## src/include/qdr_replay_defines.svh

```systemverilog
/*
 * Widths and depths shared by the packet capture and replay engine
 */

`ifndef QDR_REPLAY_DEFINES_SVH
`define QDR_REPLAY_DEFINES_SVH

// Stream widths
`define AXIS_DATA_W     256
`define HALF_DATA_W     128

// Replay memory holds 2**MEM_ADDR_W half beats
`define MEM_ADDR_W      10
`define REPLAY_CNT_W    16

// Read-side buffer
`define FIFO_DEPTH_BITS 3
`define FIFO_SLACK      2

`endif

```

## src/logic/axis_pkg.sv

```systemverilog
/*
 * Stream beat types: 256-bit full beats on the external ports and
 * 128-bit half beats between stages and in the replay memory
 */

`include "qdr_replay_defines.svh"

package axis_pkg;

   typedef logic [`AXIS_DATA_W-1:0]   axis_data_t;
   typedef logic [`AXIS_DATA_W/8-1:0] axis_keep_t;
   typedef logic [`HALF_DATA_W-1:0]   half_data_t;
   typedef logic [`HALF_DATA_W/8-1:0] half_keep_t;

   typedef struct packed {
      axis_data_t data;
      axis_keep_t keep;
      logic       last;
   } axis_beat_t;

   typedef struct packed {
      half_data_t data;
      half_keep_t keep;
      logic       last;
   } half_beat_t;

endpackage

```

## src/logic/pkt_narrow.sv

```systemverilog
/*
 * Full beat to half beat converter
 * Low half goes first, an empty upper half of a last beat is dropped
 */

`timescale 1ns/10ps
`include "qdr_replay_defines.svh"

module pkt_narrow (
   input  logic                 clk,
   input  logic                 reset_i,
   input  axis_pkg::axis_beat_t beat_i,
   input  logic                 valid_i,
   output logic                 ready_o,
   output axis_pkg::half_beat_t half_o,
   output logic                 half_valid_o,
   input  logic                 half_ready_i
);
   import axis_pkg::*;

   axis_beat_t beat_q;
   logic       full_q;
   logic       hi_q;
   logic       skip_hi;
   half_beat_t lo_half;
   half_beat_t hi_half;

   assign skip_hi = beat_q.last && (beat_q.keep[`AXIS_DATA_W/8-1:`HALF_DATA_W/8] == '0);

   assign lo_half.data = beat_q.data[`HALF_DATA_W-1:0];
   assign lo_half.keep = beat_q.keep[`HALF_DATA_W/8-1:0];
   assign lo_half.last = skip_hi;
   assign hi_half.data = beat_q.data[`AXIS_DATA_W-1:`HALF_DATA_W];
   assign hi_half.keep = beat_q.keep[`AXIS_DATA_W/8-1:`HALF_DATA_W/8];
   assign hi_half.last = beat_q.last;

   assign half_o       = hi_q ? hi_half : lo_half;
   assign half_valid_o = full_q;
   assign ready_o      = !full_q;

   always_ff @(posedge clk) begin
      if (valid_i && ready_o)
         beat_q <= beat_i;
   end

   always_ff @(posedge clk) begin
      if (reset_i) begin
         full_q <= 1'b0;
         hi_q   <= 1'b0;
      end else if (valid_i && ready_o) begin
         full_q <= 1'b1;
         hi_q   <= 1'b0;
      end else if (full_q && half_ready_i) begin
         // Second half pending unless this was the only one
         if (hi_q || skip_hi) begin
            full_q <= 1'b0;
            hi_q   <= 1'b0;
         end else begin
            hi_q <= 1'b1;
         end
      end
   end

endmodule

```

## config.mk

```make
export PLATFORM = sky130hd
export DESIGN_NAME = pkt_narrow
export DESIGN_NICKNAME = d
export VERILOG_FILES = /design/src/logic/axis_pkg.sv /design/src/logic/pkt_narrow.sv
export VERILOG_INCLUDE_DIRS = /design/src /design/src/include
export SDC_FILE = /design/constraint.sdc
export NUM_CORES = 1
export LEC_CHECK = 0
export BUFFER_PORTS_ARGS = -buffer_cell sky130_fd_sc_hd__buf_2
export CAP_MARGIN = 20
export CORE_MARGIN = 8
export CORE_UTILIZATION = 43
export CTS_CLUSTER_DIAMETER = 60
export DETAILED_ROUTE_END_ITERATION = 12
export PLACE_DENSITY = 0.76
export SYNTH_ARGS = -nofsm -noshare
export SYNTH_HDL_FRONTEND = slang
export SYNTH_SLANG_ARGS = --single-unit
```

## constraint.sdc

```tcl
create_clock -name clk -period 16.23 [get_ports clk]
set_input_delay 2.4345 -clock clk [delete_from_list [all_inputs] [get_ports clk]]
set_output_delay 2.4345 -clock clk [all_outputs]
set_load 0.01 [all_outputs]
```

### Word-level counts from Yosys, hierarchy flattened

Cells that the tools add are included.
W data, S select, Z words.

* mux-type cells: 5
* reduce and logical (&&, ||, !) cells: 10

Operators with widths (number)
* $mux W145: 1
* $logic_not A16 Y1: 1
* $mux W1: 4
* $reduce_bool A2 Y1: 2
* $logic_and A1 B1 Y1: 3
* $reduce_and A2 Y1: 1
* $reduce_or A2 Y1: 1
* $logic_not A1 Y1: 1
* $logic_or A1 B1 Y1: 1

* register bits after elaboration: 291
* output and inout port bits: 147
* logic and storage cells: 20

### Depth between registers and ports, before layout

* depth after elaboration: 6
* mapped depth: 3
* mapped depth without buffers: 3

### Least setup slack after synthesis

No wires, ideal clock.

* kind: input -> register
* start: input port valid_i
* end: register hi_q
* setup time: 0.136 ns
* arrival: 16.000 ns
* required time: 16.094 ns
* slack: 0.094 ns
* stages: 3
* path through: nor2b_1 > a2111oi_0 > or3_1

* cells in the longest elaborated chain, start to end: 2

RTL lines
* start, declared: line pkt_narrow.sv:13 `input logic valid_i,`
* $logic_and A1 B1 Y1: line pkt_narrow.sv:50 `end else if (valid_i && ready_o) begin`
* $reduce_or A2 Y1 (no line)
* end signal, assigned: line pkt_narrow.sv:49 `hi_q <= 1'b0;`
* end signal, assigned: line pkt_narrow.sv:52 `hi_q <= 1'b0;`
* end signal, assigned: line pkt_narrow.sv:57 `hi_q <= 1'b0;`
* end, declared: line pkt_narrow.sv:23 `logic hi_q;`

No other way between the ends.
A chain may end at the register's enable or synchronous reset.

==> flow_metrics.env <==
export IMPL_drcViolationCount=0
export IMPL_status="finished clean"
export IMPL_min_to="half_valid_o"
export IMPL_wl_mm=26.5
export IMPL_power_density_nw_per_um2=124
export IMPL_slew_viol_final=0
export IMPL_cts_hold_buffers=0
export IMPL_io_pins=440
export IMPL_clockRootBuffer="clkbuf_16"
export IMPL_yosysUniqueCellTypes=22
export IMPL_die_w_um=173
export IMPL_hold_ws_ns=0.643
export IMPL_critPathLaunchType="flip-flop"
export IMPL_max_slew_margin_pct=28.2
export IMPL_final_cells=1285
export IMPL_synthArstFlopShare_pct=0
export IMPL_fin_util_pct=58.4
export IMPL_die_h_um=173
export IMPL_cts_resized=0
export IMPL_r2r_start="half_valid_o"
export IMPL_cts_buffer_depth=3
export IMPL_critical_path_class="flip-flop to output port"
export IMPL_fin_ws_ns=10.71
export IMPL_finish_instance_area_um2=14200
export IMPL_rsz0062_at_grt="false"
export IMPL_grt_pass1_vias=6802
export IMPL_cp_arrival_ns=3.08
export IMPL_grtUsageTotal_pct=16.7
export IMPL_worstHoldPathCells=1
export IMPL_cts_setup_buffers=0
export IMPL_holdCritPathClass="flip-flop to flip-flop"
export IMPL_min_period_ns=5.52
export IMPL_dp_cells=1221
export IMPL_fin_crit_sh_pct=34.0
export IMPL_drive_gt1_share_pct=66.9
export IMPL_synth_flop_cell="edfxtp_1"
export IMPL_grt_overflow=0
export IMPL_avgSynthCellArea_um2=22.5
export IMPL_vias=6077
export IMPL_port_buffers=439
export IMPL_antenna_found_initial=7
export IMPL_timing_clock_skew_ns=0.0149
export IMPL_num_rows=57
export IMPL_setup_viol=0
export IMPL_first_pass_iters=4
export IMPL_path_clk_slew_ns=0.06
export IMPL_reg2reg_depth=3
export IMPL_hp_start="half_valid_o"
export IMPL_hold_viol=0
export IMPL_postSynthCellCount=471
export IMPL_synth_seq_area_share_pct=82.2
export IMPL_drt_initial_drc_count=352
export IMPL_synth_edf_count=289
export IMPL_worstMarginPinSlew_ns=1.08
export IMPL_placed_cell_area_um2=13100
export IMPL_clock_latency_ns=0.54
export IMPL_cts_buffers=30
export IMPL_fill_cells=1874
export IMPL_cts_sinks=291
export IMPL_routed_via_density=4.73
export IMPL_synthesis_area_um2=10600
export IMPL_cts_tree="yes"
export IMPL_drv_cap=0
export IMPL_ys_top_cells_by_area="edfxtp_1, mux2_2, buf_4, dfxtp_1, nor4b_2"
export IMPL_critPathMaxFanout=79
export IMPL_dp_hpwl_mm=19.6
export IMPL_r2r_end="beat_q[233]"
export IMPL_ys_seq_elements=291
export IMPL_nets=1222
export IMPL_p_leak_nw=5.59
export IMPL_grt_max_degree=207
export IMPL_synth_top_cell_by_area="edfxtp_1"
export IMPL_final_common_cell="buf_2"
export IMPL_ys_warn_count=0
export IMPL_wl_per_cell_um=20.6
export IMPL_final_cell_mix="buf_2, edfxtp_1, mux2_2"
export IMPL_initial_core_util_pct=43.7
export IMPL_end_kind="output port"
export IMPL_fmax_ghz=0.181
export IMPL_htree_levels=1
export IMPL_dieArea_um2=29900
export IMPL_core_area_um2=24200
export IMPL_rrSetupSlack_ns=13.35
export IMPL_synth_top_area_share_pct=81.9
export IMPL_peakVddDrop_mv=0.124
export IMPL_drt_antenna_violating_nets=0
export IMPL_place_congestion=0.797
export IMPL_area_delta_synth_final_pct=33.5
export IMPL_syn_num_nets=764
export IMPL_setup_tns_ns=0
export IMPL_required_ns=13.80
export IMPL_place_ws_ns=11.26
export IMPL_p_total_mw=1.76
export IMPL_grt_pass1_wl_mm=38.7
-- sequential cells by signal (all words and copies together) (netlist names) --
register / cells
half_valid_o: 1
hi_q: 1
beat_q: 289
-- logic make-up after synthesis --
logic type	count (synthesis)	share of synthesized area, %
AOI/OAI and AO/OA	6	0.449
buffers and inverters	18	1.16
DFF	291	82.2
muxes	144	15.3
and+or+nand+nor	12	0.850
-- cell usage after synthesis (2+ instances only) --
master	n
nor2_1	2
mux2_2	144
edfxtp_1	289
buf_4	14
and2_1	2
buf_2	2
dfxtp_1	2
inv_1	2
-- layer usage --
layer  wire length [um]  vias to the layer above  GRT usage (%)
met5                  0                        -              0
met4                861                        0           6.00
met3               2140                       54           5.42
met2              14200                      301           31.1
met1               9370                     2904           17.2
li1                   -                     2818              -
-- worst max-delay path, stage by stage (launching register included) --
cell	delay [ns]
dfxtp_4	0.92
buf_4	0.90
mux2_2	0.43
buf_2	0.14
-- power by group --
part,internal [mW],total (mW),switching (mW)
sequential,0.881,0.900,0.0193
combinational,0.0900,0.177,0.0871
clock,0.409,0.683,0.273
-- worst max path at each step --
| stage | start | to | slack (ns) | depth (start not counted) |
|---|---|---|---|---|
| 4_1_cts | hi_q | half_o[91] | 10.68 | 3 |
| 3_3_place_gp | hi_q | half_o[109] | 11.25 | 3 |
| 3_5_place_dp | hi_q | half_o[109] | 11.26 | 3 |
| 6_report | hi_q | half_o[61] | 10.71 | 3 |
| 5_1_grt | hi_q | half_o[69] | 10.54 | 3 |
| 2_1_floorplan | valid_i | hi_q | 0.09 | 3 |
-- area by class of cell --
type | count | area, um^2 | area share [%]
Antenna cell | 8 | 20.0 | 0.141
Timing Repair Buffer | 442 | 2230 | 15.8
Sequential cell | 291 | 8720 | 61.6
Multi-Input combinational cell | 162 | 1770 | 12.5
Inverter | 2 | 7.51 | 0.0531
Clock inverter | 23 | 214 | 1.51
Tap cell | 324 | 405 | 2.86
Clock buffer | 33 | 783 | 5.53
Power figures use the tool's default switching activity.
