--- src/include/qdr_replay_defines.svh ---
/*
 * Widths and depths shared by the packet capture and replay engine
 */

`ifndef QDR_REPLAY_DEFINES_SVH
`define QDR_REPLAY_DEFINES_SVH

// Stream widths
`define AXIS_DATA_W     256
`define HALF_DATA_W     128

// Replay memory holds 2**MEM_ADDR_W half beats
`define MEM_ADDR_W      10
`define REPLAY_CNT_W    16

// Read-side buffer
`define FIFO_DEPTH_BITS 3
`define FIFO_SLACK      2

`endif

--- src/logic/axis_pkg.sv ---
/*
 * Stream beat types: 256-bit full beats on the external ports and
 * 128-bit half beats between stages and in the replay memory
 */

`include "qdr_replay_defines.svh"

package axis_pkg;

   typedef logic [`AXIS_DATA_W-1:0]   axis_data_t;
   typedef logic [`AXIS_DATA_W/8-1:0] axis_keep_t;
   typedef logic [`HALF_DATA_W-1:0]   half_data_t;
   typedef logic [`HALF_DATA_W/8-1:0] half_keep_t;

   typedef struct packed {
      axis_data_t data;
      axis_keep_t keep;
      logic       last;
   } axis_beat_t;

   typedef struct packed {
      half_data_t data;
      half_keep_t keep;
      logic       last;
   } half_beat_t;

endpackage

--- src/logic/replay_fifo.sv ---
/*
 * Fall-through FIFO behind the replay memory
 * nearly_full_o leaves room for the reads still in flight
 */

`timescale 1ns/10ps
`include "qdr_replay_defines.svh"

module replay_fifo #(
   parameter int DEPTH_BITS = `FIFO_DEPTH_BITS
) (
   input  logic                 clk,
   input  logic                 reset_i,
   input  logic                 wr_en_i,
   input  axis_pkg::half_beat_t wr_data_i,
   output axis_pkg::half_beat_t rd_data_o,
   output logic                 valid_o,
   input  logic                 ready_i,
   output logic                 nearly_full_o
);
   import axis_pkg::*;

   localparam int DEPTH = 2**DEPTH_BITS;

   half_beat_t            mem [DEPTH];
   logic [DEPTH_BITS-1:0] wr_ptr_q;
   logic [DEPTH_BITS-1:0] rd_ptr_q;
   logic [DEPTH_BITS:0]   count_q;
   logic                  pop;

   assign valid_o       = (count_q != '0);
   assign rd_data_o     = mem[rd_ptr_q];
   assign pop           = valid_o && ready_i;
   assign nearly_full_o = (count_q > (DEPTH_BITS+1)'(DEPTH - `FIFO_SLACK));

   always_ff @(posedge clk) begin
      if (wr_en_i)
         mem[wr_ptr_q] <= wr_data_i;
   end

   always_ff @(posedge clk) begin
      if (reset_i) begin
         wr_ptr_q <= '0;
         rd_ptr_q <= '0;
         count_q  <= '0;
      end else begin
         if (wr_en_i)
            wr_ptr_q <= wr_ptr_q + 1'b1;
         if (pop)
            rd_ptr_q <= rd_ptr_q + 1'b1;
         if (wr_en_i && !pop)
            count_q <= count_q + 1'b1;
         else if (pop && !wr_en_i)
            count_q <= count_q - 1'b1;
      end
   end

endmodule

--- config.mk ---
export PLATFORM = sky130hd
export DESIGN_NAME = replay_fifo
export DESIGN_NICKNAME = d
export VERILOG_FILES = /design/src/logic/axis_pkg.sv /design/src/logic/replay_fifo.sv
export VERILOG_INCLUDE_DIRS = /design/src /design/src/include
export SDC_FILE = /design/constraint.sdc
export NUM_CORES = 1
export LEC_CHECK = 0
export BUFFER_PORTS_ARGS = -buffer_cell sky130_fd_sc_hd__buf_2
export CORE_UTILIZATION = 60
export CTS_CLUSTER_SIZE = 40
export DETAILED_ROUTE_END_ITERATION = 10
export GPL_ROUTABILITY_DRIVEN = 0
export PLACE_DENSITY = 0.82
export SYNTH_ARGS = -nofsm -noshare
export SYNTH_HDL_FRONTEND = slang
export SYNTH_SLANG_ARGS = --single-unit
--- constraint.sdc ---
create_clock -name clk -period 21.3 [get_ports clk]
set_input_delay 2.13 -clock clk [delete_from_list [all_inputs] [get_ports clk]]
set_output_delay 2.13 -clock clk [all_outputs]
set_load 0.01 [all_outputs]
After elaboration in Yosys (flattened, before gate mapping)
Memories as Yosys holds them, arrays and structs flattened. A register that Yosys moved wholly into a read port is not among the register bits.
Index checks and enable logic that the tools add are counted.
{"block": "totals", "ff_bits": 10, "latch_bits": 0, "ram_bits": 1160, "romBits": 0, "in_bits": 149, "output_inout_bits": 147, "elab_cells": 22, "memories": 1}
{"block": "op_classes", "n_addsub": 4, "multipliers": 0, "div_mod_pow": 0, "n_lt_le_gt_ge": 1, "eq_ne": 0, "shift": 0, "muxes": 6, "n_bitwise": 0, "n_reduce_logical": 7}
{"name": "mem", "words": 8, "width": 145, "rd": 1, "rd_clocked_by_memory_dff": 1, "write_ports": 1, "line": "replay_fifo.sv:25", "source": "half_beat_t mem [DEPTH];"}
{"op": "$mux 4", "n": 2}
{"op": "$add 3x1->3 const B", "n": 2}
{"op": "$mux 3", "n": 2}
{"op": "$add 4x1->4 const B", "n": 1}
{"op": "$gt 4x3->1 const B", "n": 1}
{"op": "$reduce_bool 4->1", "n": 1}
{"op": "$sub 4x1->4 const B", "n": 1}
{"op": "$logic_and 1x1->1", "n": 3}
{"op": "$logic_not 1->1", "n": 2}
{"op": "$mux 1", "n": 2}
{"op": "$reduce_bool 2->1", "n": 1}

Logic depth before layout (Yosys ltp)
{"block": "depth", "depth_word": 5, "ltp_mapped": 9, "depth_no_buf": 9}

Worst setup path before layout
OpenSTA, ideal clock, no wires.
{"block": "synth_path", "kind": "input port to flip-flop", "start": "input port wr_en_i", "end": "memory mem[0][0] in the netlist's numbering (enable)", "setup_time_ns": 0.827, "arrival_time_ns": 12.003, "required_time_ns": 20.473, "setup_slack_ns": 8.469, "path_stages": 2, "n_path_buf": 0, "cell_sequence": "nand2b_1 -> nor3_1"}
{"block": "synth_between", "elab_chain_len": 2}
{"element": "from (decl)", "line": "replay_fifo.sv:14", "source": "input logic wr_en_i,"}
{"element": "$mux 1", "line": "replay_fifo.sv:37", "source": "if (wr_en_i)"}
{"element": "$mux 1 (not written as such)", "line": "replay_fifo.sv:38", "source": "mem[wr_ptr_q] <= wr_data_i;"}
{"element": "to (decl)", "line": "replay_fifo.sv:25"}
No other way between the ends.

==> summary.txt <==
STA
  • Final Worst Setup Slack: 14.57 ns
  • Final Hold Viols: 0
  • Maximum clock frequency: 148.5 MHz
  • Endpoints failing setup: 0
  • Unrepaired setup endpoints after global routing: false
  • Setup TNS after final layout: 0 ns
  • Fin crit share: 31.61%
  • Worst slew pin tran: 1.116 ns
  • Skew final: 0.01212 ns
  • Slew Viols, Final: 0
  • Final hold slack: 0.4876 ns
  • Tmin final: 6.734 ns
  • Max-slew headroom: 25.59%

Cells and area
  • Layout cell share with drive strength beyond 1: 43.03%
  • Area growth syn-to-layout: 14.40%
  • Final core utilization: 69.89%
  • Final #Nets: 2,255
  • Fin cells: 3,163
  • Design area: 50,390 um2

Placed design
  • Placed insts: 2,936
  • DP Worst Slack: 15.12 ns
  • Detailed Place HPWL: 44.90 mm
  • Dpl cell area: 46,610 um2
  • Number of port buffers: 295

Pwr
  • Tot Pwr: 5.719 mW
  • Leakage: 16.02 nW
  • Pwr dens: 113.5 nW/um2
  • Max IR drop VDD: 129.1 uV

Critical path
  • CP endpoint kind: primary output
  • CP Data Required Time: 19.17 ns
  • WP data arrival: 4.60 ns
  • Setup crit end: rd_data_o[117]
  • Startpoint types: register
  • Crit-path max FO: 56
  • R2R depth: 4
  • R2R Setup Slk: 17.90 ns
  • Worst setup path class: reg2out
  • Reg2reg end: mem[5][49]
  • Reg2reg start: wr_ptr_q[0]

Detailed routing
  • Remaining antenna violation count: 0
  • Detailed Route Iter0 Violations: 1,942
  • Total wire length: 88.98 mm
  • Remaining DRCs: 0
  • Via density: 6.252
  • WL/cell: 28.13 um
  • TritonRoute pass-1 iters: 5
  • Total number of vias: 19,770

Job
  • Max-cap violations: 0

Hold path
  • Hold Path Class: reg2reg

Floorplan
  • Site Rows: 98
  • I/O pins: 296
  • Core footprint: 72,100 um2
  • Initial Util: 61.09%
  • Die footprint: 74,500 um2
  • Chip height: 273.0 um
  • DIE WIDTH: 273.0 um

Yosys
  • Mapped cell area: 44,050 um2
  • Seq/Total Area, Yosys: 79.67%
  • Syn_nets: 1,900
  • Synth Area in Compound Gates: 0.08522%
  • Synth Register Bits: 1,173
  • Syn Inst Count: 1,745
  • Synth Area in XOR/XNOR: 0.1193%
  • Syn. warnings: 0
  • Syn avg cell area: 25.24 um2
  • Post-Synth Simple-Gate Area: 0.3267%
  • Largest family of logic cells by synthesized area: multiplexers
  • Post-synthesis mux area share: 18.61%
  • Adder-cell area share of the yosys netlist: 0.1875%
  • Unique masters post-synth: 25

CTS
  • Hold_buf cts: 0
  • Skew-Pair Late Insertion Delay: 0.65 ns
  • CTS sink cnt: 1,173
  • Max Buffers Root-to-Sink: 3
  • Post-CTS setup repair buffer count: 0
  • TritonCTS clock tree: done
  • Root Buffer: clkbuf_16
  • Num CTS Buffers: 112
  • Clock-pin slew on the worst setup and hold paths: 0.06 ns
  • CTS H-tree depth: 3
  • Post-CTS Resized: 0

Global routing
  • GRT Overall Usage: 24.21%
  • Overflow after GRT: 0
  • Antenna violations before repair: 21
  • First-pass GRT wire length: 131.5 mm
  • Largest net degree at the start of global routing: 159
  • Number of global-route vias before repair: 21,120

Outcome
  • Status: complete, no violations
## Yosys cell counts, drive strengths merged
cell / instances / area [um2]
a211oi: 1 / 7.510
a21oi: 3 / 15.01
a31o: 1 / 8.760
a31oi: 1 / 6.260
buf: 46 / 304.0
clkbuf: 36 / 135.1
dfxtp: 13 / 260.3
edfxtp: 1160 / 34830
fa: 1 / 20.02
ha: 5 / 62.56
inv: 1 / 3.750
mux2: 146 / 1644
mux2i: 2 / 20.02
mux4: 290 / 6531
nand2: 5 / 18.77
nand2b: 3 / 18.77
nand3: 3 / 15.01
nor2: 18 / 67.56
nor2b: 1 / 6.260
nor3: 2 / 10.01
or4: 1 / 7.510
xnor2: 2 / 17.52
xor2: 4 / 35.03
## layout by cell type (no fill, tap or decap), drive strengths merged, types with 13 or more instances in the layout
cell type  synthesis  routed
buf               46     323
edfxtp          1160    1160
mux2             146     146
mux4             290     290
diode              0      17
clkbuf            36     137
dfxtp             13      13
bufinv             0      13
nor2              18      18
clkinv             0      52
## critical path: stages, from the launching register on
cell and delay, ns:
dfxtp_4 0.90, buf_4 0.84, buf_4 0.98, mux4_2 0.63
mux2_2 0.30, buf_2 0.15
## how the worst min path moves through the flow
stage	startpoint	depth (start not counted)	end	slack [ns]
floorplan	rd_ptr_q[1]	2	register	0.45
global placement	rd_ptr_q[1]	2	register	0.45
detailed placement	rd_ptr_q[1]	2	register	0.48
CTS	rd_ptr_q[1]	2	register	0.49
global route	rd_ptr_q[1]	2	register	0.52
finish	rd_ptr_q[1]	2	register	0.49
## power breakdown
part	internal [mW]	switching [mW]	leakage, nW
clock network	1.16	0.830	1.84
registers	2.60	0.0550	10.6
logic	0.563	0.509	3.54
## cell families (layout without fill, tap and decap cells)
group | Yosys count | count (layout)
compound gates | 6 | 6
fa+ha+maj | 6 | 6
buf+inv | 83 | 534
xor+xnor | 6 | 6
flops | 1173 | 1173
other cells | 0 | 17
simple gates | 33 | 33
mux | 438 | 438
## metal layers
metal	GRT usage (%)	vias up	part of all wire, %
li1	-	8261	-
met1	32.26	10530	39
met2	40.96	806	52
met3	5.043	157	7.4
met4	6.851	20	2.0
met5	0	-	0.14
## final cells by class
| type | count | area, um2 |
|---|---|---|
| fillers | 4062 | 21710 |
| flip-flops and latches | 1173 | 35100 |
| multi-input cells | 489 | 8567 |
| inverters | 1 | 3.754 |
| well taps | 950 | 1189 |
| repair buffers | 323 | 1749 |
| clock inverters | 73 | 744.5 |
| clock buffers | 137 | 2990 |
| diodes | 17 | 42.54 |
## sequential cells by signal, summed over array words and instances, names as in the netlist, named ones only
| register | count |
|---|---|
| rd_ptr_q | 3 |
| wr_ptr_q | 3 |
| mem | 1160 |
| count_q | 4 |
Power figures use the tool's default switching activity.
