--- config.mk ---
export PLATFORM = sky130hd
export DESIGN_NAME = pkt_widen
export DESIGN_NICKNAME = d
export VERILOG_FILES = /design/src/logic/axis_pkg.sv /design/src/logic/pkt_widen.sv
export VERILOG_INCLUDE_DIRS = /design/src /design/src/include
export SDC_FILE = /design/constraint.sdc
export NUM_CORES = 1
export LEC_CHECK = 0
export BUFFER_PORTS_ARGS = -buffer_cell sky130_fd_sc_hd__buf_2
export CAP_MARGIN = 5
export CORE_ASPECT_RATIO = 1.25
export CORE_MARGIN = 2
export CORE_UTILIZATION = 56
export DETAILED_ROUTE_END_ITERATION = 8
export HOLD_SLACK_MARGIN = 0.08
export PLACE_DENSITY_LB_ADDON = 0.15
export SLEW_MARGIN = 10
export SYNTH_ARGS = -nofsm -noshare
export SYNTH_HDL_FRONTEND = slang
export SYNTH_SLANG_ARGS = --single-unit
--- constraint.sdc ---
create_clock -name clk -period 35 [get_ports clk]
set_input_delay 10.5 -clock clk [delete_from_list [all_inputs] [get_ports clk]]
set_output_delay 10.5 -clock clk [all_outputs]
set_load 0.05 [all_outputs]
--- src/include/qdr_replay_defines.svh ---
/*
 * Widths and depths shared by the packet capture and replay engine
 */

`ifndef QDR_REPLAY_DEFINES_SVH
`define QDR_REPLAY_DEFINES_SVH

// Stream widths
`define AXIS_DATA_W     256
`define HALF_DATA_W     128

// Replay memory holds 2**MEM_ADDR_W half beats
`define MEM_ADDR_W      10
`define REPLAY_CNT_W    16

// Read-side buffer
`define FIFO_DEPTH_BITS 3
`define FIFO_SLACK      2

`endif

--- src/logic/axis_pkg.sv ---
/*
 * Stream beat types: 256-bit full beats on the external ports and
 * 128-bit half beats between stages and in the replay memory
 */

`include "qdr_replay_defines.svh"

package axis_pkg;

   typedef logic [`AXIS_DATA_W-1:0]   axis_data_t;
   typedef logic [`AXIS_DATA_W/8-1:0] axis_keep_t;
   typedef logic [`HALF_DATA_W-1:0]   half_data_t;
   typedef logic [`HALF_DATA_W/8-1:0] half_keep_t;

   typedef struct packed {
      axis_data_t data;
      axis_keep_t keep;
      logic       last;
   } axis_beat_t;

   typedef struct packed {
      half_data_t data;
      half_keep_t keep;
      logic       last;
   } half_beat_t;

endpackage

--- src/logic/pkt_widen.sv ---
/*
 * Half beat to full beat converter
 * Pairs low and high halves, a last low half closes a beat on its own
 */

`timescale 1ns/10ps

module pkt_widen (
   input  logic                 clk,
   input  logic                 reset_i,
   input  axis_pkg::half_beat_t half_i,
   input  logic                 half_valid_i,
   output logic                 half_ready_o,
   output axis_pkg::axis_beat_t beat_o,
   output logic                 valid_o,
   input  logic                 ready_i
);
   import axis_pkg::*;

   half_beat_t lo_q;
   logic       have_lo_q;
   logic       form_beat;
   logic       slot_free;
   logic       half_fire;
   axis_beat_t beat_d;

   // Only a completing half needs the output register
   assign form_beat    = have_lo_q || half_i.last;
   assign slot_free    = !valid_o || ready_i;
   assign half_ready_o = !form_beat || slot_free;
   assign half_fire    = half_valid_i && half_ready_o;

   always_comb begin
      if (have_lo_q) begin
         beat_d.data = {half_i.data, lo_q.data};
         beat_d.keep = {half_i.keep, lo_q.keep};
      end else begin
         beat_d.data = {half_data_t'(0), half_i.data};
         beat_d.keep = {half_keep_t'(0), half_i.keep};
      end
      beat_d.last = half_i.last;
   end

   always_ff @(posedge clk) begin
      if (half_fire && !form_beat)
         lo_q <= half_i;
      if (half_fire && form_beat)
         beat_o <= beat_d;
   end

   always_ff @(posedge clk) begin
      if (reset_i) begin
         have_lo_q <= 1'b0;
         valid_o   <= 1'b0;
      end else begin
         if (half_fire)
            have_lo_q <= !form_beat;
         if (half_fire && form_beat)
            valid_o <= 1'b1;
         else if (ready_i)
            valid_o <= 1'b0;
      end
   end

endmodule

## Word level (Yosys, flattened, before mapping)

Cells that the tools add are included.

- Reduce and logical (&&, ||, !) cells: 9
- Muxes and demuxes: 3

Operators with widths:

| operator | number |
|---|---|
| 160-bit 2-to-1 mux | 1 |
| 1-bit logical AND | 3 |
| 1-bit logical OR | 3 |
| 1-bit logical NOT | 2 |
| 1-bit 2-to-1 mux | 2 |
| 2-bit nonzero test | 1 |

- Register bits after elaboration: 435
- Output and inout bits: 291
- Bits of input ports: 149
- Logic and storage cells: 21

## Longest topological paths before layout

- Depth after elaboration: 6
- Depth in mapped cells: 4
- Gate-level depth less buffers: 2

## Least setup slack after synthesis

Ideal clock, no wire load.

- Kind: input -> register
- Start: input half_valid_i
- End: register beat_o[0] in the netlist's numbering, enable pin
- Slack: 11.486 ns
- Setup time: 0.945 ns
- Arrival time: 22.569 ns
- Path buffers: 0
- Data required time: 34.055 ns
- Stages: 2
- Path through: o21ai_0 nor2_1

- Word-level cells in the longest chain between the ends: 2

Ends and longest elaborated chain:

| what | RTL line | source |
|---|---|---|
| start: declaration | pkt_widen.sv:12 | `input logic half_valid_i,` |
| 1-bit logical AND | pkt_widen.sv:31 | `assign half_fire = half_valid_i && half_ready_o;` |
| 1-bit logical AND | pkt_widen.sv:47 | `if (half_fire && form_beat)` |
| end signal: assignment | pkt_widen.sv:48 | `beat_o <= beat_d;` |
| end: declaration | pkt_widen.sv:14 | `output axis_pkg::axis_beat_t beat_o,` |

Every way passes these cells.
A chain may end at the register's enable or synchronous reset.

## Worst setup path after layout

- Start: input ready_i
- End: output half_ready_o

- Word-level cells in the longest chain between the ends: 2

Ends and longest elaborated chain:

| what | RTL line | source |
|---|---|---|
| start: declaration | pkt_widen.sv:16 | `input logic ready_i` |
| 1-bit logical OR | pkt_widen.sv:29 | `assign slot_free = !valid_o \|\| ready_i;` |
| 1-bit logical OR | pkt_widen.sv:30 | `assign half_ready_o = !form_beat \|\| slot_free;` |
| end: declaration | pkt_widen.sv:13 | `output logic half_ready_o,` |

Every way passes these cells.

==> impl_metrics.csv <==
group,metric,value,unit
clock_tree,cts_buffers,41,
timing,fin_crit_sh,62.0,%
logic_synthesis,number_of_warnings_printed_during_yosys_synthesis,0,
finish,final_core_util,69.1,%
routing,avgRoutedWirePerCell,19.4,um
logic_synthesis,post-synth-top-count-cell,"sky130_fd_sc_hd__edfxtp_1",
routing,drt_iter0_drc,465,
clock_tree,postCtsHoldBufs,0,
clock_tree,cts_resized,0,
critical_path,crit_path_end_kind,"output port",
finish,design.final.nets,1374,
timing,relSlewSlack,23.2,%
timing,final_total_negative_setup_slack,0,ns
routing,viasPerCell,4.97,
job,maxCapViolCount,0,
timing,min_period,21.69,ns
floorplan,dieWidth,157,um
grt,grt-ovfl-total,0,
logic_synthesis,synthCells,767,
critical_path,cp_cell_sequence,"buf_2 > nor2b_1 > o21ai_0 > buf_2",
floorplan,placeableCoreArea,29100,um2
critical_path,cp.required,24.50,ns
power_and_ir_drop,peakVddDrop,0.0455,mV
critical_path,element_type_at_the_critical_path_start,"input pin",
floorplan,floorplan.initialDensity,56.4,%
routing,routed_wirelength,32.0,mm
routing,drtAntennaViolNets,0,
logic_synthesis,flip_flop_and_latch_count_after_synthesis,435,
finish,area_growth_syn_to_layout,22.4,%
critical_path,timing.critical_path.arrival,11.19,ns
outcome,outcome,"finished clean",
placed_design,placement.io_buffers,439,
clock_tree,clock_latency,0.53,ns
routing,detailedRoute.firstPassIterationCount,6,
placed_design,routability_congestion_estimate_from_global_placement,0.799,
logic_synthesis,post-synth-top-area-cell,"sky130_fd_sc_hd__edfxtp_1",
clock_tree,tritoncts,"built",
logic_synthesis,netlist-cell-type-count,18,
logic_synthesis,ys_async_sr_fraction,0,%
logic_synthesis,post_synth_instance_area,16400,um2
timing,max_freq,46.1,MHz
timing,grt_setup_unrepaired,"false",
grt,vias_in_the_first_global_route,8172,
grt,grt_first_pass_wirelength,46.9,mm
routing,count_of_unresolved_drc_violations_after_routing,0,
finish,drive_above_1_share,51.6,%
clock_tree,max-clock-path-buffers,3,
timing,fin_worst_hold_slack,0.518,ns
critical_path,crit_fanout,2,
logic_synthesis,synth.top_cell.area_share,79.2,%
min_path,worst_hold_path_type,"reg2reg",
grt,antenna_found_initial,5,
logic_synthesis,synth.net_count,916,
critical_path,max_stage_delay,0.24,ns
logic_synthesis,synth_top_flop_cell,"sky130_fd_sc_hd__edfxtp_1",
power_and_ir_drop,p_leak,7.97,nW
critical_path,path_delay_family,"buffers and inverters",
timing,final_max_slew_viol_count,0,
clock_tree,postCtsSetupBuffers,0,
floorplan,fp.dieArea,30700,um2
power_and_ir_drop,power_density,58.7,nW/um2
critical_path,cp_num_buf_inv,2,
critical_path,timing.critical_path.slowest_stage_cell,"sky130_fd_sc_hd__buf_2",
logic_synthesis,yosys-top-cells-area,"sky130_fd_sc_hd__edfxtp_1 79%, sky130_fd_sc_hd__mux2_4 12%, sky130_fd_sc_hd__and2_1 5.5%",
floorplan,floorplan.io_pins,440,
floorplan,floorplan.rows,70,
routing,vias,8197,
critical_path,critical-path-top-cell-by-count,"sky130_fd_sc_hd__buf_2",
placed_design,hpwlAfterDp,21.7,mm
clock_tree,cts.reportedPaths.clkPinSlew,0.06,ns
floorplan,die_h,195,um
finish,post-route-cell-area,20100,um2
logic_synthesis,synth_edf_count,433,
clock_tree,clock-sinks,435,
clock_tree,ctsRootBufferMaster,"sky130_fd_sc_hd__clkbuf_16",
grt,grt_start_max_net_pins,87,
timing,finalHoldViolations,0,
logic_synthesis,seq_area_frac_synth,79.5,%
placed_design,post_dp_cell_area,18900,um2
timing,worst_pin_slew,1.15,ns
logic_synthesis,synthesis.area_per_instance,21.4,um2
critical_path,criticalPathCategory,"in2out",
grt,globalRouteTotalUtil,20.4,%
timing,final-setup-viol-count,0,
timing,skew,0.00816,ns
logic_synthesis,yosys-top-cells-count,"433 x sky130_fd_sc_hd__edfxtp_1, 145 x sky130_fd_sc_hd__and2_1, 130 x sky130_fd_sc_hd__mux2_4",
clock_tree,number_of_levels_the_h_tree_was_split_into,2,
==> worst min-delay path, stage by stage, from the launching register on <==
cell and delay (ns):
sky130_fd_sc_hd__dfxtp_1 0.32, sky130_fd_sc_hd__nand2b_1 0.09, sky130_fd_sc_hd__a21oi_1 0.06
==> cells in the final DEF, fill, tap and decap left out, types with 4 or more instances in the layout <==
cell type,synthesis,final
sky130_fd_sc_hd__clkinv_2,0,7
sky130_fd_sc_hd__buf_4,1,9
sky130_fd_sc_hd__edfxtp_1,433,433
sky130_fd_sc_hd__clkbuf_1,14,14
sky130_fd_sc_hd__mux2_2,14,14
sky130_fd_sc_hd__mux2_4,130,130
sky130_fd_sc_hd__clkbuf_16,0,41
sky130_fd_sc_hd__buf_2,2,439
sky130_fd_sc_hd__and2_1,145,145
sky130_fd_sc_hd__clkinv_1,0,4
==> where the power goes <==
group | leakage (nW) | internal (W) | switching (W)
clock network | 0.584 | 0.000230 | 0.000174
logic | 3.25 | 0.0000450 | 0.000112
registers | 4.13 | 0.000610 | 0.00000837
total | 7.97 | 0.000884 | 0.000295
==> area by class of cell <==
cell class | count | area, um2
clock buffers | 55 | 1080
flip-flops and latches | 435 | 13000
inverters | 1 | 3.75
repair buffers | 448 | 2260
multi-input cells | 298 | 3080
diodes | 2 | 5.00
well taps | 396 | 495
clock inverters | 13 | 110
fillers | 1975 | 8990
==> flip-flops by register name, summed over array words and instances, names as in the netlist <==
| name | count |
|---|---|
| lo_q | 144 |
| beat_o | 289 |
| valid_o | 1 |
| have_lo_q | 1 |
==> layer usage <==
| metal | GRT usage (%) | vias up | share of wire (%) |
|---|---|---|---|
| met3 | 6.59 | 70 | 8.0 |
| met4 | 8.25 | 6 | 3.6 |
| met2 | 34.9 | 333 | 51 |
| met1 | 23.8 | 3967 | 38 |
| met5 | 0 | - | 0.12 |
| li1 | - | 3821 | - |
==> per-stage QoR <==
step / power (W) / std cells / setup WS [ns]
2_1_floorplan: 0.000757 / 767 / 11.49
3_3_place_gp: 0.000786 / 1578 / 13.29
3_5_place_dp: 0.000788 / 1578 / 13.31
4_1_cts: 0.00119 / 1646 / 13.30
5_1_grt: 0.00122 / 1647 / 13.20
6_report: 0.00118 / 1648 / 13.31
==> path summary, 6_finish.rpt <==
path | startpoint | slack, ns | endpoint | depth (start not counted)
worst max register to register | have_lo_q | 30.88 | beat_o[190] | 4
worst min register to register | valid_o | 0.52 | valid_o | 2
worst max-delay path | ready_i | 13.31 | half_ready_o | 4
worst min-delay path | valid_o | 0.52 | valid_o | 2
==> cells by family after synthesis <==
group,count (synthesis),share of synthesized area (%)
buffers and inverters,34,1.83
DFF,435,79.5
AOI/OAI and AO/OA,4,0.145
and+or+nand+nor,150,5.69
muxes,144,12.9
Power figures use the tool's default switching activity.
