`src/include/qdr_replay_defines.svh`:
```
/*
 * Widths and depths shared by the packet capture and replay engine
 */

`ifndef QDR_REPLAY_DEFINES_SVH
`define QDR_REPLAY_DEFINES_SVH

// Stream widths
`define AXIS_DATA_W     256
`define HALF_DATA_W     128

// Replay memory holds 2**MEM_ADDR_W half beats
`define MEM_ADDR_W      10
`define REPLAY_CNT_W    16

// Read-side buffer
`define FIFO_DEPTH_BITS 3
`define FIFO_SLACK      2

`endif

```
`src/logic/axis_pkg.sv`:
```
/*
 * Stream beat types: 256-bit full beats on the external ports and
 * 128-bit half beats between stages and in the replay memory
 */

`include "qdr_replay_defines.svh"

package axis_pkg;

   typedef logic [`AXIS_DATA_W-1:0]   axis_data_t;
   typedef logic [`AXIS_DATA_W/8-1:0] axis_keep_t;
   typedef logic [`HALF_DATA_W-1:0]   half_data_t;
   typedef logic [`HALF_DATA_W/8-1:0] half_keep_t;

   typedef struct packed {
      axis_data_t data;
      axis_keep_t keep;
      logic       last;
   } axis_beat_t;

   typedef struct packed {
      half_data_t data;
      half_keep_t keep;
      logic       last;
   } half_beat_t;

endpackage

```
`src/logic/replay_pkg.sv`:
```
/*
 * Replay memory address, pass count and controller mode types
 */

`include "qdr_replay_defines.svh"

package replay_pkg;

   typedef logic [`MEM_ADDR_W-1:0]   mem_addr_t;
   typedef logic [`REPLAY_CNT_W-1:0] replay_cnt_t;

   typedef enum logic [1:0] {
      ST_CAPTURE,
      ST_HOLD,
      ST_REPLAY
   } replay_state_e;

endpackage

```
`src/logic/replay_ctrl.sv`:
```
/*
 * Capture write addressing and replay read sequencer
 * Modes are capture, hold and replay
 */

`timescale 1ns/10ps

module replay_ctrl (
   input  logic                    clk,
   input  logic                    reset_i,
   input  axis_pkg::half_beat_t    half_i,
   input  logic                    half_valid_i,
   output logic                    half_ready_o,
   input  logic                    sw_rst_i,
   input  logic                    wr_done_i,
   input  logic                    start_replay_i,
   input  replay_pkg::replay_cnt_t replay_count_i,
   output logic                    replay_busy_o,
   input  logic                    fifo_nearly_full_i,
   output logic                    mem_wr_en_o,
   output replay_pkg::mem_addr_t   mem_wr_addr_o,
   output axis_pkg::half_beat_t    mem_wr_data_o,
   output logic                    mem_rd_en_o,
   output replay_pkg::mem_addr_t   mem_rd_addr_o
);
   import replay_pkg::*;

   replay_state_e state_q;
   mem_addr_t     wr_ptr_q;
   mem_addr_t     wr_ptr_next;
   mem_addr_t     end_addr_q;
   mem_addr_t     last_rd_addr;
   mem_addr_t     rd_ptr_q;
   replay_cnt_t   pass_cnt_q;
   logic          mem_full_q;
   logic          wr_fire;
   logic          have_data;

   assign half_ready_o  = (state_q == ST_CAPTURE) && !mem_full_q;
   assign wr_fire       = half_valid_i && half_ready_o;
   assign wr_ptr_next   = wr_fire ? wr_ptr_q + mem_addr_t'(1) : wr_ptr_q;
   assign mem_wr_en_o   = wr_fire;
   assign mem_wr_addr_o = wr_ptr_q;
   assign mem_wr_data_o = half_i;

   assign mem_rd_en_o   = (state_q == ST_REPLAY) && !fifo_nearly_full_i;
   assign mem_rd_addr_o = rd_ptr_q;
   assign replay_busy_o = (state_q == ST_REPLAY);

   // A completely filled memory leaves the end address wrapped to zero
   assign have_data    = (end_addr_q != '0) || mem_full_q;
   assign last_rd_addr = end_addr_q - mem_addr_t'(1);

   always_ff @(posedge clk) begin
      if (reset_i || sw_rst_i) begin
         state_q    <= ST_CAPTURE;
         wr_ptr_q   <= '0;
         end_addr_q <= '0;
         rd_ptr_q   <= '0;
         pass_cnt_q <= '0;
         mem_full_q <= 1'b0;
      end else begin
         wr_ptr_q <= wr_ptr_next;
         if (wr_fire && (wr_ptr_q == '1))
            mem_full_q <= 1'b1;

         case (state_q)
            ST_CAPTURE: begin
               if (wr_done_i) begin
                  state_q    <= ST_HOLD;
                  end_addr_q <= wr_ptr_next;
               end
            end
            ST_HOLD: begin
               if (start_replay_i && (replay_count_i != '0) && have_data) begin
                  state_q    <= ST_REPLAY;
                  rd_ptr_q   <= '0;
                  pass_cnt_q <= replay_count_i;
               end
            end
            ST_REPLAY: begin
               if (mem_rd_en_o) begin
                  if (rd_ptr_q == last_rd_addr) begin
                     rd_ptr_q   <= '0;
                     pass_cnt_q <= pass_cnt_q - replay_cnt_t'(1);
                     if (pass_cnt_q == replay_cnt_t'(1))
                        state_q <= ST_HOLD;
                  end else begin
                     rd_ptr_q <= rd_ptr_q + mem_addr_t'(1);
                  end
               end
            end
            default: state_q <= ST_CAPTURE;
         endcase
      end
   end

endmodule

```
`config.mk`:
```
export PLATFORM = sky130hd
export DESIGN_NAME = replay_ctrl
export DESIGN_NICKNAME = d
export VERILOG_FILES = /design/src/logic/axis_pkg.sv /design/src/logic/replay_pkg.sv /design/src/logic/replay_ctrl.sv
export VERILOG_INCLUDE_DIRS = /design/src /design/src/include
export SDC_FILE = /design/constraint.sdc
export NUM_CORES = 1
export LEC_CHECK = 0
export ABC_CLOCK_PERIOD_IN_PS = 2700
export BUFFER_PORTS_ARGS = -buffer_cell sky130_fd_sc_hd__buf_2
export CORE_AREA = 5 5 126 128
export CTS_CLUSTER_SIZE = 8
export DETAILED_ROUTE_END_ITERATION = 8
export DIE_AREA = 0 0 131 133
export PLACE_DENSITY = 0.67
export RECOVER_POWER = 25
export SYNTH_ARGS = -nofsm -noshare
export SYNTH_HDL_FRONTEND = slang
export SYNTH_SLANG_ARGS = --single-unit
```
`constraint.sdc`:
```
create_clock -name clk -period 2.7 [get_ports clk]
set_input_delay 0.54 -clock clk [delete_from_list [all_inputs] [get_ports clk]]
set_output_delay 0.54 -clock clk [all_outputs]
set_load 0.01 [all_outputs]
```
### After elaboration in Yosys (flattened, before gate mapping)

Index checks and enable logic that the tools add are counted.

* memory bits (writable): 0
* memories: 0
* flip-flop bits (word level): 49
* latch bits: 0
* bits in read-only memories: 0
* output and inout port bits: 169
* logic and storage cells: 53
* input bits: 168

* shifts and indexed selects: 0
* bitwise logic cells: 0
* equality and inequality tests: 10
* muxes and demuxes: 15
* reductions and logical operators: 18
* $add $sub $neg: 4
* divide/modulo/power cells: 0
* magnitude comparators: 0
* multiply operators: 0

Operators by type and width (count)
* 2-to-1 mux 16 bit: 3
* 2-to-1 mux 10 bit: 4
* one-hot mux 16 bit (2 select lines): 1
* adder 10 x 1 -> 10 bit, second input constant: 2
* one-hot mux 10 bit (2 select lines): 1
* == test 16 x 1 -> 1 bit, second input constant: 1
* nonzero test 16 bit: 1
* subtractor 16 x 1 -> 16 bit, second input constant: 1
* == test 10 bit: 1
* == test 10 bit, second input constant: 1
* 2-to-1 mux 2 bit: 5
* nonzero test 10 bit: 1
* subtractor 10 x 1 -> 10 bit, second input constant: 1
* logical AND 1 bit: 6
* inequality test 2 x 1 -> 1 bit, second input constant: 3
* one-hot mux 2 bit (3 select lines): 1
* AND reduction 5 bit: 1
* inequality test 2 bit, second input constant: 2
* AND reduction 4 bit: 1
* AND reduction 3 bit: 1
* == test 2 x 1 -> 1 bit, second input constant: 1
* == test 2 bit, second input constant: 1
* zero test 1 bit: 2
* zero test 2 bit: 1
* 3 further kinds: 4

### Longest topological paths before layout

* depth in word-level cells: 5
* depth in mapped cells: 10
* depth with buffers taken out: 8

### Least setup slack after synthesis

Ideal clock, no wire load.

* kind: register to register
* start: register end_addr_q[0]
* end: register pass_cnt_q[2]
* arrival time: 2275 ps
* path buffers: 2
* period minus slack after synthesis: 2407 ps
* stages on the path, launching flop included: 11
* setup slack: 293 ps
* cell sequence: dfxtp_1 -> inv_1 -> ha_1 -> nor2b_1 -> or3_1 -> a311oi_1 -> nand4_1 -> buf_2 -> clkbuf_1 -> nor4b_1 -> o32ai_1

* longest elaborated chain between the ends: 5

RTL lines
* start, declared: RTL line replay_ctrl.sv:31 `mem_addr_t end_addr_q;`
* start signal, assigned: RTL line replay_ctrl.sv:71 `end_addr_q <= wr_ptr_next;`
* parallel branches: the longest is 4 deep, another holds subtractor 10 x 1 -> 10 bit
* AND reduction 4 bit (no source line) (*)
* end signal, assigned: RTL line replay_ctrl.sv:78 `pass_cnt_q <= replay_count_i;`
* end signal, assigned: RTL line replay_ctrl.sv:85 `pass_cnt_q <= pass_cnt_q - replay_cnt_t'(1);`
* end, declared: RTL line replay_ctrl.sv:34 `replay_cnt_t pass_cnt_q;`

Mark *: on every way between the ends.
A chain may end at the register's enable or synchronous reset.

### Worst setup path after layout

* start: register end_addr_q[1]
* end: register pass_cnt_q[3]

The elaborated chain is that of the path after synthesis.

==> out/metrics.cfg <==
[global_routing]
track_usage_pct=11.29
grt_pass1_vias=2836
grt_pass1_wl_mm=15.61
grt_max_degree=46
globalRouteOverflowTotal=0
antenna_found_initial=0

[timing]
tns_ps=0
post-route-min-period_ps=2614
fmaxAchievable_ghz=0.3826
finalWorstSetupSlack_ps=86.44
max_slew_margin_pct=35.82
fin_hold_ws_ps=487.1
drv_slew=0
fin_skew_ps=12.44
post-route-period-util_pct=96.80
tightest_slew_ps=962.7
hold_viol=0
finalSetupViolations=0

[synth]
synth.ff_latch_count=49
netlist_instances=498
yosysUniqueCellTypes=55
synth-edff-count=0
yosysSeqAreaShare_pct=24.96
ys_dominant_reg_cell=dfxtp_1
synth_area_um2=3930
async_reset_ff_share_pct=0
avgSynthCellArea_um2=7.892
ys_warn_count=0
synth_fp_nets=671

[worst_hold_path]
hp-class=reg2reg

[power]
powerDensity_nw_per_um2=467.7
p_leak_nw=1.346
peakVddDrop_mv=0.2501
power_w=0.001687

[critical_path]
start_kind=flop
critical_path_arrival_ps=2810
crit_fanout=6
crit_required_ps=2900
path_class=reg2reg
worstSetupEndpointType=flop

[clocking]
cts_max_path_buffers=2
path_clk_slew_ps=80
hold_buffers=0
clkLatencyLatePin_ps=290
numCtsBuffers=5
cts.htree.levels=2
cts_tree=done
cts_sinks=49
cts-root-buf=clkbuf_16

[route]
routed_wl_mm=10.44
antenna_left=0
wl_per_cell_um=17.63
drtIter0Drc=157
first_pass_iters=4
num_vias=2994
drt-vias-per-instance=5.057
drc=0

[cells_and_area]
layout-drive-gt1-share_pct=22.28
final_cell_mix=47 x dfxtp_1, 46 x buf_2, 42 x nor2_1
area_growth_pct=-8.214
fin_area_um2=3607
layout_commonest_cell=dfxtp_1
antenna-diode-count=0
nets=576
nFillCells=1635

[run_status]
status=finished, final reports clean

[die]
initial_core_util_pct=26.64
dieArea_um2=17420
dieWidth_um=131
core-area_um2=14750
dieHeight_um=133
fp-row-count=45
io_pins=337

[placement]
place_area_um2=3351
port_buffers=46
gp_congestion=0.8610
post-place-ws_ps=71.52
hpwl_mm=7.820

[run]
maxCapViolCount=0

==> worst max-delay path, cell delays in order (launching register included) <==
cell and delay [ps]:
dfxtp_2 330, inv_1 50, ha_2 190, nor2b_1 120, or3_1 310, a311oi_1 270, nand4_1 220, o41a_1 580
clkbuf_16 200, o32ai_2 260
==> Yosys cell counts, types with 3 or more instances <==
| library cell | n | area (µm²) |
|---|---|---|
| ha_1 | 5 | 62.56 |
| nor3_1 | 20 | 100.1 |
| nor4b_1 | 4 | 35.03 |
| dfxtp_1 | 49 | 980.9 |
| nor4_1 | 13 | 81.33 |
| buf_4 | 145 | 1089 |
| nand3_1 | 20 | 100.1 |
| clkbuf_1 | 19 | 71.32 |
| nor2_1 | 42 | 157.7 |
| o32ai_1 | 7 | 61.31 |
| nand4_1 | 11 | 68.82 |
| o31a_1 | 3 | 26.28 |
| nand2b_1 | 4 | 25.02 |
| xnor2_1 | 18 | 157.7 |
| xor2_1 | 10 | 87.58 |
| o31ai_1 | 5 | 37.54 |
| o22ai_1 | 5 | 31.28 |
| o21ai_0 | 4 | 20.02 |
| a21oi_1 | 11 | 55.05 |
| a31oi_1 | 9 | 56.30 |
| or4_1 | 4 | 30.03 |
| inv_1 | 5 | 18.77 |
| nor2b_1 | 4 | 25.02 |
| and3_1 | 3 | 18.77 |
| or3_1 | 3 | 18.77 |
| a211oi_1 | 14 | 105.1 |
| a221oi_1 | 3 | 26.28 |
| buf_2 | 3 | 15.01 |
| nand2_1 | 23 | 86.33 |
==> through the flow <==
step                instances  util, %
CTS                       588    23.86
global route              592    24.45
floorplan                 498        -
detailed placement        580    22.71
global placement          580    22.71
finish                    592    24.45
==> where the power goes <==
part	switching (W)	leakage [nW]	internal [W]	total, W
logic	0.000136	0.865	0.0000889	0.000224
registers	0.0000122	0.397	0.000733	0.000745
clock network	0.000279	0.0842	0.000439	0.000718
total	0.000427	1.35	0.00126	0.00169
==> area by class of cell <==
cell class,instances,area [µm²],area share (%)
clock inverters,3,43.79,1.214
flip-flops and latches,49,983.4,27.26
inverters,5,18.77,0.5203
multi-input cells,275,1779,49.32
well taps,188,235.2,6.521
repair buffers,67,421.7,11.69
clock buffers,5,125.1,3.469
==> flip-flops by register name (all words and copies together), names as in the netlist <==
name / count
state_q: 2
mem_full_q: 1
mem_rd_addr_o: 10
mem_wr_addr_o: 10
end_addr_q: 10
pass_cnt_q: 16
==> layer usage <==
metal	up-vias	share of wire, %	GRT usage [%]
met4	0	6.4	7.600
met1	1369	37	12.60
met2	132	46	16.93
met3	69	11	5.208
met5	-	0	0
li1	1424	-	-
==> logic make-up after synthesis <==
logic type                 count (synthesis)  share of synthesized area [%]
muxes                                      2                         0.5094
and+or+nand+nor                          166                          22.41
adders and majority gates                  5                          1.592
AOI/OAI and AO/OA                         74                          13.53
buffers and inverters                    174                          30.75
xor gates and xnor gates                  28                          6.240
DFF                                       49                          24.96
==> worst paths after layout <==
path                                       end           start  cells after the start  slack (ps)
worst max-delay path             pass_cnt_q[3]   end_addr_q[1]                      9          90
worst min-delay path            pass_cnt_q[14]  pass_cnt_q[14]                      2         490
worst max register to register   pass_cnt_q[3]   end_addr_q[1]                      9          90
worst min register to register  pass_cnt_q[14]  pass_cnt_q[14]                      2         490
==> what timing repair did <==
action | in CTS | in global routing
gates resized for setup | 0 | 8
endpoints found under the setup margin | 0 | 19
endpoints found under the hold margin | 0 | 0
setup buffers | 0 | 3
Power figures use the tool's default switching activity.
